## src/source/bridge_config.svh

```systemverilog
`ifndef BRIDGE_CONFIG_SVH
`define BRIDGE_CONFIG_SVH

// serial line timing, all counts in i_controller_clk cycles

`define BRIDGE_UART_CLKS_PER_BIT 16       // short bit period for sim, board needs a real prescale

// memory model timing

`define BRIDGE_MEM_LATENCY 4              // accept to ack, also pipeline depth
`define BRIDGE_REFRESH_INTERVAL 200       // cycles between refresh requests
`define BRIDGE_REFRESH_CYCLES 6           // stall length once pipeline is empty

// derived widths are worked out with $clog2 inside each module,
// so changing a value here is enough

`endif

```

## src/source/mem_pkg.sv

```systemverilog
package mem_pkg;

    // request opcode, matches wishbone we
    typedef enum logic {
        op_read  = 1'b0,                   // we low
        op_write = 1'b1                    // we high
    } mem_op_e;

    // request channel payload, sent with stb
    typedef struct packed {
        mem_op_e    op;                    // read or write
        logic [7:0] addr;                  // word address
        logic [7:0] data;                  // write data, zero for reads
    } mem_req_t;

    // ack payload back to the serial side
    typedef struct packed {
        mem_op_e    op;                    // opcode of the acked request
        logic [7:0] data;                  // written byte or stored byte
    } mem_rsp_t;

    // controller top level state
    typedef enum logic {
        run     = 1'b0,                    // normal operation
        refresh = 1'b1                     // refresh pause, stall held high
    } ctrl_state_e;

endpackage

```

## src/source/uart_pkg.sv

```systemverilog
package uart_pkg;

    // frame sequencer states, shared by rx and tx
    typedef enum logic [1:0] {
        idle  = 2'd0,                      // line high, waiting
        start = 2'd1,                      // start bit, low
        data  = 2'd2,                      // eight data bits, lsb first
        stop  = 2'd3                       // stop bit, high
    } uart_state_e;

    // one byte on a valid/ready stream
    typedef struct packed {
        logic [7:0] data;                  // received or sent byte
    } uart_byte_t;

endpackage

```

## src/source/ascii_cmd_decoder.sv

```systemverilog
`timescale 1ns/1ps

module ascii_cmd_decoder (
    input  logic                 i_controller_clk,
    input  logic                 i_rst,
    input  uart_pkg::uart_byte_t i_rx_byte,
    input  logic                 i_rx_valid,
    output logic                 o_rx_ready,
    input  logic                 i_stall,
    output mem_pkg::mem_req_t    o_req,
    output logic                 o_req_stb
);
    import mem_pkg::*;

    logic     is_lower;                    // 'a' to 'z'
    logic     is_upper;                    // 'A' to 'Z'
    logic     pend_valid;                  // one entry buffer holds a request
    mem_req_t new_req;

    assign o_rx_ready = 1'b1;              // bytes come far slower than requests drain

    always_comb begin
        is_lower = (i_rx_byte.data >= 8'd97) && (i_rx_byte.data <= 8'd122);
        is_upper = (i_rx_byte.data >= 8'd65) && (i_rx_byte.data <= 8'd90);
        if (is_lower) begin                // write the letter itself
            new_req.op   = op_write;
            new_req.addr = ~i_rx_byte.data;
            new_req.data = i_rx_byte.data;
        end else begin                     // read from lowercase slot
            new_req.op   = op_read;
            new_req.addr = ~(i_rx_byte.data + 8'd32);
            new_req.data = 8'h00;
        end
    end

    // strobe only while stall is low, so a strobe is always an accept
    assign o_req_stb = pend_valid && !i_stall;

    always_ff @(posedge i_controller_clk) begin
        if (!i_rst) begin
            pend_valid <= 1'b0;
        end else if (i_rx_valid && (is_lower || is_upper)) begin
            pend_valid <= 1'b1;            // new letter, other bytes dropped
        end else if (o_req_stb) begin
            pend_valid <= 1'b0;            // accepted
        end
    end

    always_ff @(posedge i_controller_clk) begin
        if (i_rx_valid && (is_lower || is_upper)) o_req <= new_req;
    end

endmodule

```

## src/source/debug_led_regs.sv

```systemverilog
`timescale 1ns/1ps

module debug_led_regs (
    input  logic              i_controller_clk,
    input  logic              i_rst,
    input  logic [3:0]        i_btn,
    input  logic              i_req_accept,
    input  mem_pkg::mem_rsp_t i_rsp,
    input  logic              i_rsp_fire,
    output logic [7:0]        o_led
);

    logic [3:0]  btn_meta;                 // buttons are asynchronous
    logic [3:0]  btn_sync;
    logic [24:0] heartbeat;                // top bits blink slowly on the board
    logic [7:0]  req_count;                // accepted requests, wraps
    logic [7:0]  last_rsp;                 // byte of the latest ack sent
    logic        act_latch;                // request seen while button 1 held

    always_ff @(posedge i_controller_clk) begin
        if (!i_rst) begin
            btn_meta  <= '0;
            btn_sync  <= '0;
            heartbeat <= '0;
            req_count <= '0;
            last_rsp  <= '0;
            act_latch <= 1'b0;
        end else begin
            btn_meta  <= i_btn;
            btn_sync  <= btn_meta;
            heartbeat <= heartbeat + 1'b1;
            if (i_req_accept) req_count <= req_count + 1'b1;
            if (i_rsp_fire) last_rsp <= i_rsp.data;
            if (!btn_sync[1]) act_latch <= 1'b0;     // release clears it
            else if (i_req_accept) act_latch <= 1'b1;
        end
    end

    always_comb begin
        if (btn_sync[0]) o_led = {heartbeat[24:23], req_count[4:0], act_latch};
        else if (btn_sync[2]) o_led = req_count;
        else o_led = last_rsp;             // default view
    end

endmodule

```

## src/source/mem_controller.sv

```systemverilog
`timescale 1ns/1ps
`include "bridge_config.svh"

module mem_controller (
    input  logic              i_controller_clk,
    input  logic              i_rst,
    input  mem_pkg::mem_req_t i_req,
    input  logic              i_req_stb,
    output logic              o_stall,
    output mem_pkg::mem_rsp_t o_rsp,
    output logic              o_rsp_valid,
    input  logic              i_rsp_ready
);
    import mem_pkg::*;

    localparam int LAT     = `BRIDGE_MEM_LATENCY;
    localparam int REF_INT = `BRIDGE_REFRESH_INTERVAL;
    localparam int REF_LEN = `BRIDGE_REFRESH_CYCLES;
    localparam int TW      = $clog2(REF_INT);
    localparam int LW      = $clog2(REF_LEN + 1);

    logic [7:0]     storage [256];         // word memory, one byte per address
    logic [LAT-1:0] pipe_valid;            // stage LAT-1 is the ack
    mem_rsp_t       pipe_rsp [LAT];        // response fields per stage
    mem_rsp_t       rd_rsp;                // stage 0 input
    ctrl_state_e    state;
    logic [TW-1:0]  ref_timer;             // free running refresh period
    logic [LW-1:0]  ref_cnt;               // pause cycles left
    logic           ref_due;               // refresh waiting for drain
    logic           freeze;                // ack held by the serial side
    logic           drained;
    logic           accept;

    assign freeze  = pipe_valid[LAT-1] && !i_rsp_ready;
    assign drained = (pipe_valid == '0);
    assign o_stall = freeze || ref_due || (state == refresh); // ref_due stops new work
    assign accept  = i_req_stb && !o_stall;

    assign o_rsp       = pipe_rsp[LAT-1];
    assign o_rsp_valid = pipe_valid[LAT-1];

    always_comb begin
        rd_rsp.op   = i_req.op;
        rd_rsp.data = (i_req.op == op_write) ? i_req.data : storage[i_req.addr]; // echo write
    end

    always_ff @(posedge i_controller_clk) begin
        if (!i_rst) begin
            for (int i = 0; i < 256; i++) storage[i] <= 8'h00; // cleared model storage
        end else if (accept && (i_req.op == op_write)) begin
            storage[i_req.addr] <= i_req.data;
        end
    end

    always_ff @(posedge i_controller_clk) begin
        if (!i_rst) begin
            pipe_valid <= '0;
        end else if (!freeze) begin
            pipe_valid <= {pipe_valid[LAT-2:0], accept}; // whole pipe moves or none
        end
    end

    always_ff @(posedge i_controller_clk) begin
        if (!freeze) begin
            pipe_rsp[0] <= rd_rsp;
            for (int i = 1; i < LAT; i++) pipe_rsp[i] <= pipe_rsp[i-1];
        end
    end

    always_ff @(posedge i_controller_clk) begin
        if (!i_rst) begin
            state     <= run;
            ref_timer <= '0;
            ref_cnt   <= '0;
            ref_due   <= 1'b0;
        end else begin
            if (ref_timer == TW'(REF_INT - 1)) begin
                ref_timer <= '0;
                ref_due   <= 1'b1;         // ask for a pause
            end else begin
                ref_timer <= ref_timer + 1'b1;
            end
            case (state)
                run: begin
                    if (ref_due && drained) begin // nothing in flight
                        ref_due <= 1'b0;
                        ref_cnt <= LW'(REF_LEN - 1);
                        state   <= refresh;
                    end
                end
                refresh: begin
                    if (ref_cnt == '0) state <= run;
                    else ref_cnt <= ref_cnt - 1'b1;
                end
                default: state <= run;
            endcase
        end
    end

endmodule

```

## src/source/uart_mem_top.sv

```systemverilog
`timescale 1ns/1ps

module uart_mem_top (
    input  logic       i_controller_clk,
    input  logic       i_rst,
    input  logic       i_rx,
    output logic       o_tx,
    input  logic [3:0] i_btn,
    output logic [7:0] o_led
);
    import uart_pkg::*;
    import mem_pkg::*;

    uart_byte_t rx_byte;                   // receive stream
    logic       rx_valid;
    logic       rx_ready;
    mem_req_t   req;                       // request channel
    logic       req_stb;
    logic       stall;
    mem_rsp_t   rsp;                       // response stream
    logic       rsp_valid;
    logic       rsp_ready;
    logic       req_accept;
    logic       rsp_fire;

    assign req_accept = req_stb && !stall;
    assign rsp_fire   = rsp_valid && rsp_ready;

    uart_rx u_uart_rx (
        .i_controller_clk(i_controller_clk), .i_rst(i_rst), .i_rx(i_rx),
        .o_rx_byte(rx_byte), .o_rx_valid(rx_valid), .i_rx_ready(rx_ready)
    );

    ascii_cmd_decoder u_decoder (
        .i_controller_clk(i_controller_clk), .i_rst(i_rst),
        .i_rx_byte(rx_byte), .i_rx_valid(rx_valid), .o_rx_ready(rx_ready),
        .i_stall(stall), .o_req(req), .o_req_stb(req_stb)
    );

    mem_controller u_mem_controller (
        .i_controller_clk(i_controller_clk), .i_rst(i_rst),
        .i_req(req), .i_req_stb(req_stb), .o_stall(stall),
        .o_rsp(rsp), .o_rsp_valid(rsp_valid), .i_rsp_ready(rsp_ready)
    );

    uart_tx u_uart_tx (
        .i_controller_clk(i_controller_clk), .i_rst(i_rst),
        .i_rsp(rsp), .i_rsp_valid(rsp_valid), .o_rsp_ready(rsp_ready), .o_tx(o_tx)
    );

    debug_led_regs u_debug_leds (
        .i_controller_clk(i_controller_clk), .i_rst(i_rst), .i_btn(i_btn),
        .i_req_accept(req_accept), .i_rsp(rsp), .i_rsp_fire(rsp_fire), .o_led(o_led)
    );

endmodule

```

## src/source/uart_rx.sv

```systemverilog
`timescale 1ns/1ps
`include "bridge_config.svh"

module uart_rx (
    input  logic               i_controller_clk,
    input  logic               i_rst,
    input  logic               i_rx,
    output uart_pkg::uart_byte_t o_rx_byte,
    output logic               o_rx_valid,
    input  logic               i_rx_ready
);
    import uart_pkg::*;

    localparam int CLKS = `BRIDGE_UART_CLKS_PER_BIT;
    localparam int CW   = $clog2(CLKS);

    logic          rx_meta;                // first sync flop
    logic          rx_sync;                // line in clock domain
    uart_state_e   state;
    logic [CW-1:0] clk_cnt;                // cycles within current bit
    logic [2:0]    bit_idx;                // data bit number
    logic [7:0]    shift;                  // bits collected lsb first

    always_ff @(posedge i_controller_clk) begin
        if (!i_rst) begin
            rx_meta <= 1'b1;               // idle line is high
            rx_sync <= 1'b1;
        end else begin
            rx_meta <= i_rx;
            rx_sync <= rx_meta;
        end
    end

    always_ff @(posedge i_controller_clk) begin
        if (!i_rst) begin
            state      <= idle;
            clk_cnt    <= '0;
            bit_idx    <= '0;
            o_rx_valid <= 1'b0;
        end else begin
            if (o_rx_valid && i_rx_ready) o_rx_valid <= 1'b0; // byte taken
            case (state)
                idle: begin
                    clk_cnt <= '0;
                    if (!rx_sync) state <= start; // falling edge seen
                end
                start: begin
                    clk_cnt <= clk_cnt + 1'b1;
                    if (clk_cnt == CW'(CLKS / 2 - 1)) begin // middle of start bit
                        clk_cnt <= '0;
                        bit_idx <= '0;
                        state   <= rx_sync ? idle : data; // glitch goes back
                    end
                end
                data: begin
                    clk_cnt <= clk_cnt + 1'b1;
                    if (clk_cnt == CW'(CLKS - 1)) begin // mid data bit
                        clk_cnt <= '0;
                        shift   <= {rx_sync, shift[7:1]};
                        bit_idx <= bit_idx + 1'b1;
                        if (bit_idx == 3'd7) state <= stop;
                    end
                end
                stop: begin
                    clk_cnt <= clk_cnt + 1'b1;
                    if (clk_cnt == CW'(CLKS - 1)) begin // mid stop bit
                        state <= idle;
                        if (rx_sync) begin  // framing error drops the byte
                            o_rx_byte.data <= shift;
                            o_rx_valid     <= 1'b1;
                        end
                    end
                end
                default: state <= idle;
            endcase
        end
    end

endmodule

```

## src/source/uart_tx.sv

```systemverilog
`timescale 1ns/1ps
`include "bridge_config.svh"

module uart_tx (
    input  logic             i_controller_clk,
    input  logic             i_rst,
    input  mem_pkg::mem_rsp_t i_rsp,
    input  logic             i_rsp_valid,
    output logic             o_rsp_ready,
    output logic             o_tx
);
    import uart_pkg::*;

    localparam int CLKS = `BRIDGE_UART_CLKS_PER_BIT;
    localparam int CW   = $clog2(CLKS);

    uart_state_e   state;
    logic [CW-1:0] clk_cnt;                // cycles within current bit
    logic [2:0]    bit_idx;                // data bit being sent
    logic [7:0]    shift;                  // remaining data bits

    assign o_rsp_ready = (state == idle);  // one frame at a time

    always_ff @(posedge i_controller_clk) begin
        if (!i_rst) begin
            state   <= idle;
            clk_cnt <= '0;
            bit_idx <= '0;
            o_tx    <= 1'b1;               // line idles high
        end else begin
            case (state)
                idle: begin
                    clk_cnt <= '0;
                    if (i_rsp_valid) begin // transfer, ready is high here
                        shift <= i_rsp.data;
                        o_tx  <= 1'b0;     // start bit next cycle
                        state <= start;
                    end
                end
                start: begin
                    clk_cnt <= clk_cnt + 1'b1;
                    if (clk_cnt == CW'(CLKS - 1)) begin
                        clk_cnt <= '0;
                        bit_idx <= '0;
                        o_tx    <= shift[0]; // lsb first
                        shift   <= shift >> 1;
                        state   <= data;
                    end
                end
                data: begin
                    clk_cnt <= clk_cnt + 1'b1;
                    if (clk_cnt == CW'(CLKS - 1)) begin
                        clk_cnt <= '0;
                        if (bit_idx == 3'd7) begin
                            o_tx  <= 1'b1; // stop bit
                            state <= stop;
                        end else begin
                            o_tx    <= shift[0];
                            shift   <= shift >> 1;
                            bit_idx <= bit_idx + 1'b1;
                        end
                    end
                end
                stop: begin
                    clk_cnt <= clk_cnt + 1'b1;
                    if (clk_cnt == CW'(CLKS - 1)) state <= idle; // ready again
                end
                default: state <= idle;
            endcase
        end
    end

endmodule

```

## config.mk

```make
export PLATFORM = sky130hd
export DESIGN_NAME = uart_mem_top
export DESIGN_NICKNAME = d
export VERILOG_FILES = /design/src/source/mem_pkg.sv /design/src/source/uart_pkg.sv /design/src/source/ascii_cmd_decoder.sv /design/src/source/debug_led_regs.sv /design/src/source/mem_controller.sv /design/src/source/uart_mem_top.sv /design/src/source/uart_rx.sv /design/src/source/uart_tx.sv
export VERILOG_INCLUDE_DIRS = /design/src /design/src/source
export SDC_FILE = /design/constraint.sdc
export NUM_CORES = 2
export LEC_CHECK = 0
export BUFFER_PORTS_ARGS = -buffer_cell sky130_fd_sc_hd__buf_4
export CAP_MARGIN = 20
export CORE_MARGIN = 3
export CORE_UTILIZATION = 30
export CTS_BUF_LIST = sky130_fd_sc_hd__clkbuf_8
export DETAILED_ROUTE_END_ITERATION = 10
export SETUP_SLACK_MARGIN = 0.02
export SKIP_LAST_GASP = 1
export SYNTH_ARGS = -nofsm -noshare
export SYNTH_HDL_FRONTEND = slang
export SYNTH_HIERARCHICAL = 1
export SYNTH_SLANG_ARGS = --single-unit
```

## constraint.sdc

```tcl
create_clock -name i_controller_clk -period 3.8 [get_ports i_controller_clk]
set_input_delay 1.14 -clock i_controller_clk [delete_from_list [all_inputs] [get_ports i_controller_clk]]
set_output_delay 1.14 -clock i_controller_clk [all_outputs]
set_load 0.1 [all_outputs]
```

==> After elaboration in Yosys (flattened, before gate mapping) <==
Memories as Yosys holds them, arrays and structs flattened. A register that Yosys moved wholly into a read port is not among the register bits.
Cells that the tools add are included.
{ "word_totals": {"out_inout_bits": 9, "ramBits": 2084, "n_memories": 2, "elab_cells": 168, "register_bits": 129, "input_bits": 7} }
{ "op_classes": {"n_reduce_logical": 36, "n_addsub": 9, "eq_ne": 25, "bitwise_logic": 4, "muxes": 60, "order_cmp": 4} }
{ "memory_table": {"columns": ["memory", "words", "width", "rd", "rd_clocked_by_memory_dff", "write_ports", "line_no", "text"], "rows": [
  ["u_mem_controller.storage", 256, 8, 1, 1, 256, "mem_controller.sv:22", "logic [7:0] storage [256];"],
  ["u_mem_controller.pipe_rsp", 4, 9, 4, 0, 4, "mem_controller.sv:24", "mem_rsp_t pipe_rsp [LAT];"]
]} }
{ "ops": {"columns": ["cell", "n"], "rows": [
  ["8-bit 2-to-1 mux", 10],
  ["25-bit by 1-bit adder with 25-bit output (second input constant)", 1],
  ["8-bit one-hot mux with 3 select lines", 1],
  ["2-bit 2-to-1 mux", 11],
  ["3-bit 2-to-1 mux", 7],
  ["2-bit by 1-bit != test with 1-bit output (second input constant)", 10],
  ["1-bit 2-to-1 mux", 18],
  ["3-bit one-hot mux with 2 select lines", 3],
  ["17-bit 2-to-1 mux", 1],
  ["8-bit by 1-bit adder with 8-bit output (second input constant)", 2],
  ["8-bit by 7-bit greater-or-equal comparator with 1-bit output (second input constant)", 2],
  ["8-bit by 7-bit less-or-equal comparator with 1-bit output (second input constant)", 2],
  ["8-bit NOT", 2],
  ["2-bit one-hot mux with 4 select lines", 2],
  ["4-bit one-hot mux with 4 select lines", 1],
  ["4-bit 2-to-1 mux", 3],
  ["4-bit one-hot mux with 3 select lines", 1],
  ["4-bit AND reduction", 3],
  ["5-bit AND reduction", 2],
  ["1-bit logical AND", 9],
  ["3-bit AND reduction", 3],
  ["4-bit by 1-bit adder with 4-bit output (second input constant)", 2],
  ["8-bit by 6-bit adder with 8-bit output (second input constant)", 1],
  ["2-bit == test (second input constant)", 4],
  ["22 further kinds", 37]
]} }

==> Logic depth before layout (Yosys ltp) <==
{ "depth": {"word_depth": 14, "ltp_mapped": 15, "depth_no_buf": 13} }

==> By module <==
Netlist, hierarchy kept.
{ "modules_own_cells": {"columns": ["module", "n_inst", "cells_each", "seq_area_each_um2", "area_each_um2"], "rows": [
  ["mem_controller", 1, 6853, 62920.3, 97030.6],
  ["debug_led_regs", 1, 229, 960.9, 2158.3],
  ["uart_rx", 1, 76, 720.7, 1034.7],
  ["uart_tx", 1, 82, 440.4, 945.9],
  ["ascii_cmd_decoder", 1, 58, 530.5, 819.5],
  ["uart_mem_top", 1, 2, 0.0, 20.0]
]} }

==> Worst setup path before layout <==
Ideal clock, no wire load.
{ "synth_timing": {"kind": "register to output", "from": "register u_debug_leds.btn_sync[2]", "to": "output port o_led[0]", "n_path_buf": 1, "path_slack_ns": -0.236, "required_ns": 2.660, "arrival_ns": 2.896, "stages_incl_launch_ff": 4, "path_cell_list": "dfxtp_1 clkbuf_1 mux2i_1 o21ai_0"} }
{ "synth_via": {"elab_chain_cells": 2} }
{ "synth_lines": {"columns": ["item", "line_no", "text"], "rows": [
  ["start: declaration", "debug_led_regs.sv:14", "logic [3:0] btn_sync;"],
  ["start signal: assignment", "debug_led_regs.sv:30", "btn_sync <= btn_meta;"],
  ["8-bit 2-to-1 mux", "debug_led_regs.sv:41", "else if (btn_sync[2]) o_led = req_count;"],
  ["8-bit 2-to-1 mux", "debug_led_regs.sv:40", "if (btn_sync[0]) o_led = {heartbeat[24:23], req_count[4:0], act_latch};"],
  ["end: declaration", "uart_mem_top.sv:9", "output logic [7:0] o_led"]
]} }
Every way passes these cells.

==> key figures <==
Route
  • Drt first pass iters: 6
  • Routed WL: around 310 mm
  • Detailed-route wire length per cell: between 20 and 30 microns
  • Starting DRC count in detailed routing: 8,453
  • Via count: 66,300
  • Vias per cell: 5.414
  • DRC violations left: 0
  • Routed Antenna Nets: 0

Final layout
  • Layout filler cell count: 32,240
  • Layout Cells excl Fill: approximately 12,000
  • Layout cell share with drive strength beyond 1: about 23%
  • Final Cell Area: 117,900 sq um
  • Final nets: 7,479
  • Layout area overhead: 15.68%

Global route
  • Largest net degree at the start of global routing: 173
  • Global-route wire length before repair: 451.4 mm
  • Grt ovf: 0
  • GRT Total Usage: between 10% and 20%
  • Vias in the first global route: 65,870
  • Initial antenna violation count: 17

STA
  • Fmax: 262.0 MHz
  • RSZ-0062 raised after global routing: true
  • Fin crit period: 3817 ps
  • Final number of max-transition violations: 0
  • Setup violators final: 1
  • Slew at the pin with the worst max-slew slack: approximately 1300 ps
  • Final hold vios: 0
  • Clock skew: 122.5 ps
  • Final WS setup: -16.68 ps
  • Hold slack: 276.7 ps
  • Tcrit/Tclk final: 100.4%
  • Slew margin rel.: between 10% and 20%

Critical path
  • Slowest CP cell: edfxtp_1
  • WP data arrival: 4510 ps
  • Cells along the critical path: buf_12 > buf_4 > and2_2 > buf_12 > buf_4 > a221oi_1 > a221oi_1 > nand4_1 > o211ai_1 > a41oi_2
  • CP endpoint kind: flop
  • CP peak stage delay: 460 ps
  • Worst Path Required: around 4500 ps
  • Crit path kind: flop to flop
  • Maximum fanout along the worst path: 17
  • Startpoint Class: flop

Yosys
  • Avg Cell Area, Syn: 13.97 sq um
  • Syn Nets: 7,322
  • Gate Count Post-Synth: 7,296
  • Yosys Warn Count: 6
  • Post-synthesis cell area: approximately 100,000 sq um

Place
  • Dpl hpwl: 192.4 mm
  • PortBufs: 14
  • Area after DPL: 110,600 sq um
  • Placed cells: 11,560
  • Worst slack at placement: -575.1 ps
  • Gpl congestion: 0.8837

Min path
  • Worst Hold Class: primary input to flop

Floorplan
  • Placement Rows: 213
  • Core Area: 337,400 sq um
  • Initial Util: 30.20%
  • Io pins: 16
  • Die Span Y: 588.8 microns
  • DIE AREA: 346,700 sq um
  • Die X: around 590 microns

Clock tree
  • Worst-Skew Late Latency: about 1100 ps
  • Root buffer cell: clkbuf_8
  • Hold_buf cts: 0
  • Inserted Clock Buffers: 389
  • CTS Sinks: 2,209
  • Register clock-pin slew on the reported worst setup and hold paths: 60 ps
  • H-tree Lvls: 5
  • Clock buffer depth: 4
  • TritonCTS clock tree: done

Status
  • Failing checks: setup timing
  • Status: complete, but fails checks

Power and ir drop
  • Leakage power: between 40 and 50 nW
  • Peak supply drop: 0.3813 mV
  • Final Power: 49.78 mW
  • Pwr Density: 422.4 nW/um^2

Flow run
  • Max-Cap Viols: 0
power by group:
group | switching [mW] | internal, mW
clock network | 9.80 | 10.1
registers | 0.357 | 27.8
logic | 1.04 | 0.746
total | 11.2 | 38.6
critical path, delay by kind of cell (launching register included):
kind | cells | cell delay [ps]
and+or+nand+nor | 2 | 710
DFF | 1 | 460
buffers and inverters | 4 | 1010
AOI/OAI and AO/OA | 4 | 1280
timing repair:
action                                  in CTS  in global routing
pin swaps                                    0                  5
endpoints found under the setup margin    3226               1487
buffers inserted                             0                 12
resized for setup                           16                 46
hold endpoints to repair                     0                  0
gates cloned                                 0                  7
path summary, 6_finish.rpt:
| check | start | to | slack (ps) | cells after the start |
|---|---|---|---|---|
| worst max-delay path | u_decoder/o_req[8] | u_mem_controller/pipe_rsp[0][3] | -20 | 10 |
| worst min-delay path | i_btn[0] | u_debug_leds/btn_meta[0] | 280 | 2 |
| worst max register to register | u_decoder/o_req[8] | u_mem_controller/pipe_rsp[0][3] | -20 | 10 |
| worst min register to register | u_uart_rx/shift[4] | u_uart_rx/o_rx_byte[4] | 390 | 0 |
layout make-up:
cell class | instances | area, sq um | area share (%)
clock inverters | 266 | 1292 | 1.097
clock buffers | 396 | 5450 | 4.624
multi-input cells | 4153 | 33020 | 28.02
inverters | 29 | 125.1 | 0.1062
flip-flops and latches | 2209 | 65450 | 55.53
well taps | 4515 | 5649 | 4.793
diodes | 8 | 20.02 | 0.01698
repair buffers | 671 | 6854 | 5.815
per-layer routing:
| layer | track usage (%) | share of wire, % | vias to the layer above |
|---|---|---|---|
| met1 | 23.61 | 40 | 34050 |
| met4 | 7.046 | 4.2 | 0 |
| met2 | 27.15 | 46 | 3435 |
| met3 | 3.102 | 9.2 | 646 |
| met5 | 0 | 0 | - |
| li1 | - | - | 28170 |
registers in the layout, indices dropped and copies added, names as in the netlist, 4 cells and up, named ones only:
| register | count |
|---|---|
| u_uart_tx/clk_cnt | 4 |
| u_uart_rx/shift | 8 |
| u_uart_rx/o_rx_byte | 8 |
| u_decoder/o_req | 17 |
| u_debug_leds/heartbeat | 25 |
| u_uart_rx/clk_cnt | 4 |
| u_mem_controller/storage | 2048 |
| u_mem_controller/pipe_rsp | 32 |
| u_mem_controller/pipe_valid | 4 |
| u_uart_tx/shift | 8 |
| u_debug_leds/req_count | 8 |
| u_mem_controller/ref_timer | 8 |
| u_debug_leds/last_rsp | 8 |
through the flow:
step | util, % | setup TNS [ps]
floorplan | - | 0
global placement | 32.78 | -823920
detailed placement | 32.78 | -899220
CTS | 34.80 | 0
global route | 34.93 | 0
finish | 34.93 | -16.68
layout by cell type (no fill, tap or decap), drive strengths merged, types with 27 or more instances in the layout:
master / instances
a21oi: 43
a22oi: 50
and2: 59
and3: 1793
buf: 664
clkbuf: 403
clkinv: 139
dfxtp: 88
edfxtp: 2121
inv: 143
mux2i: 191
mux4: 479
nand2: 658
nand3: 58
nand4: 27
nor2: 343
nor2b: 32
o21ai: 42
o22ai: 60
No activity file was read; power rests on OpenSTA's default activity.
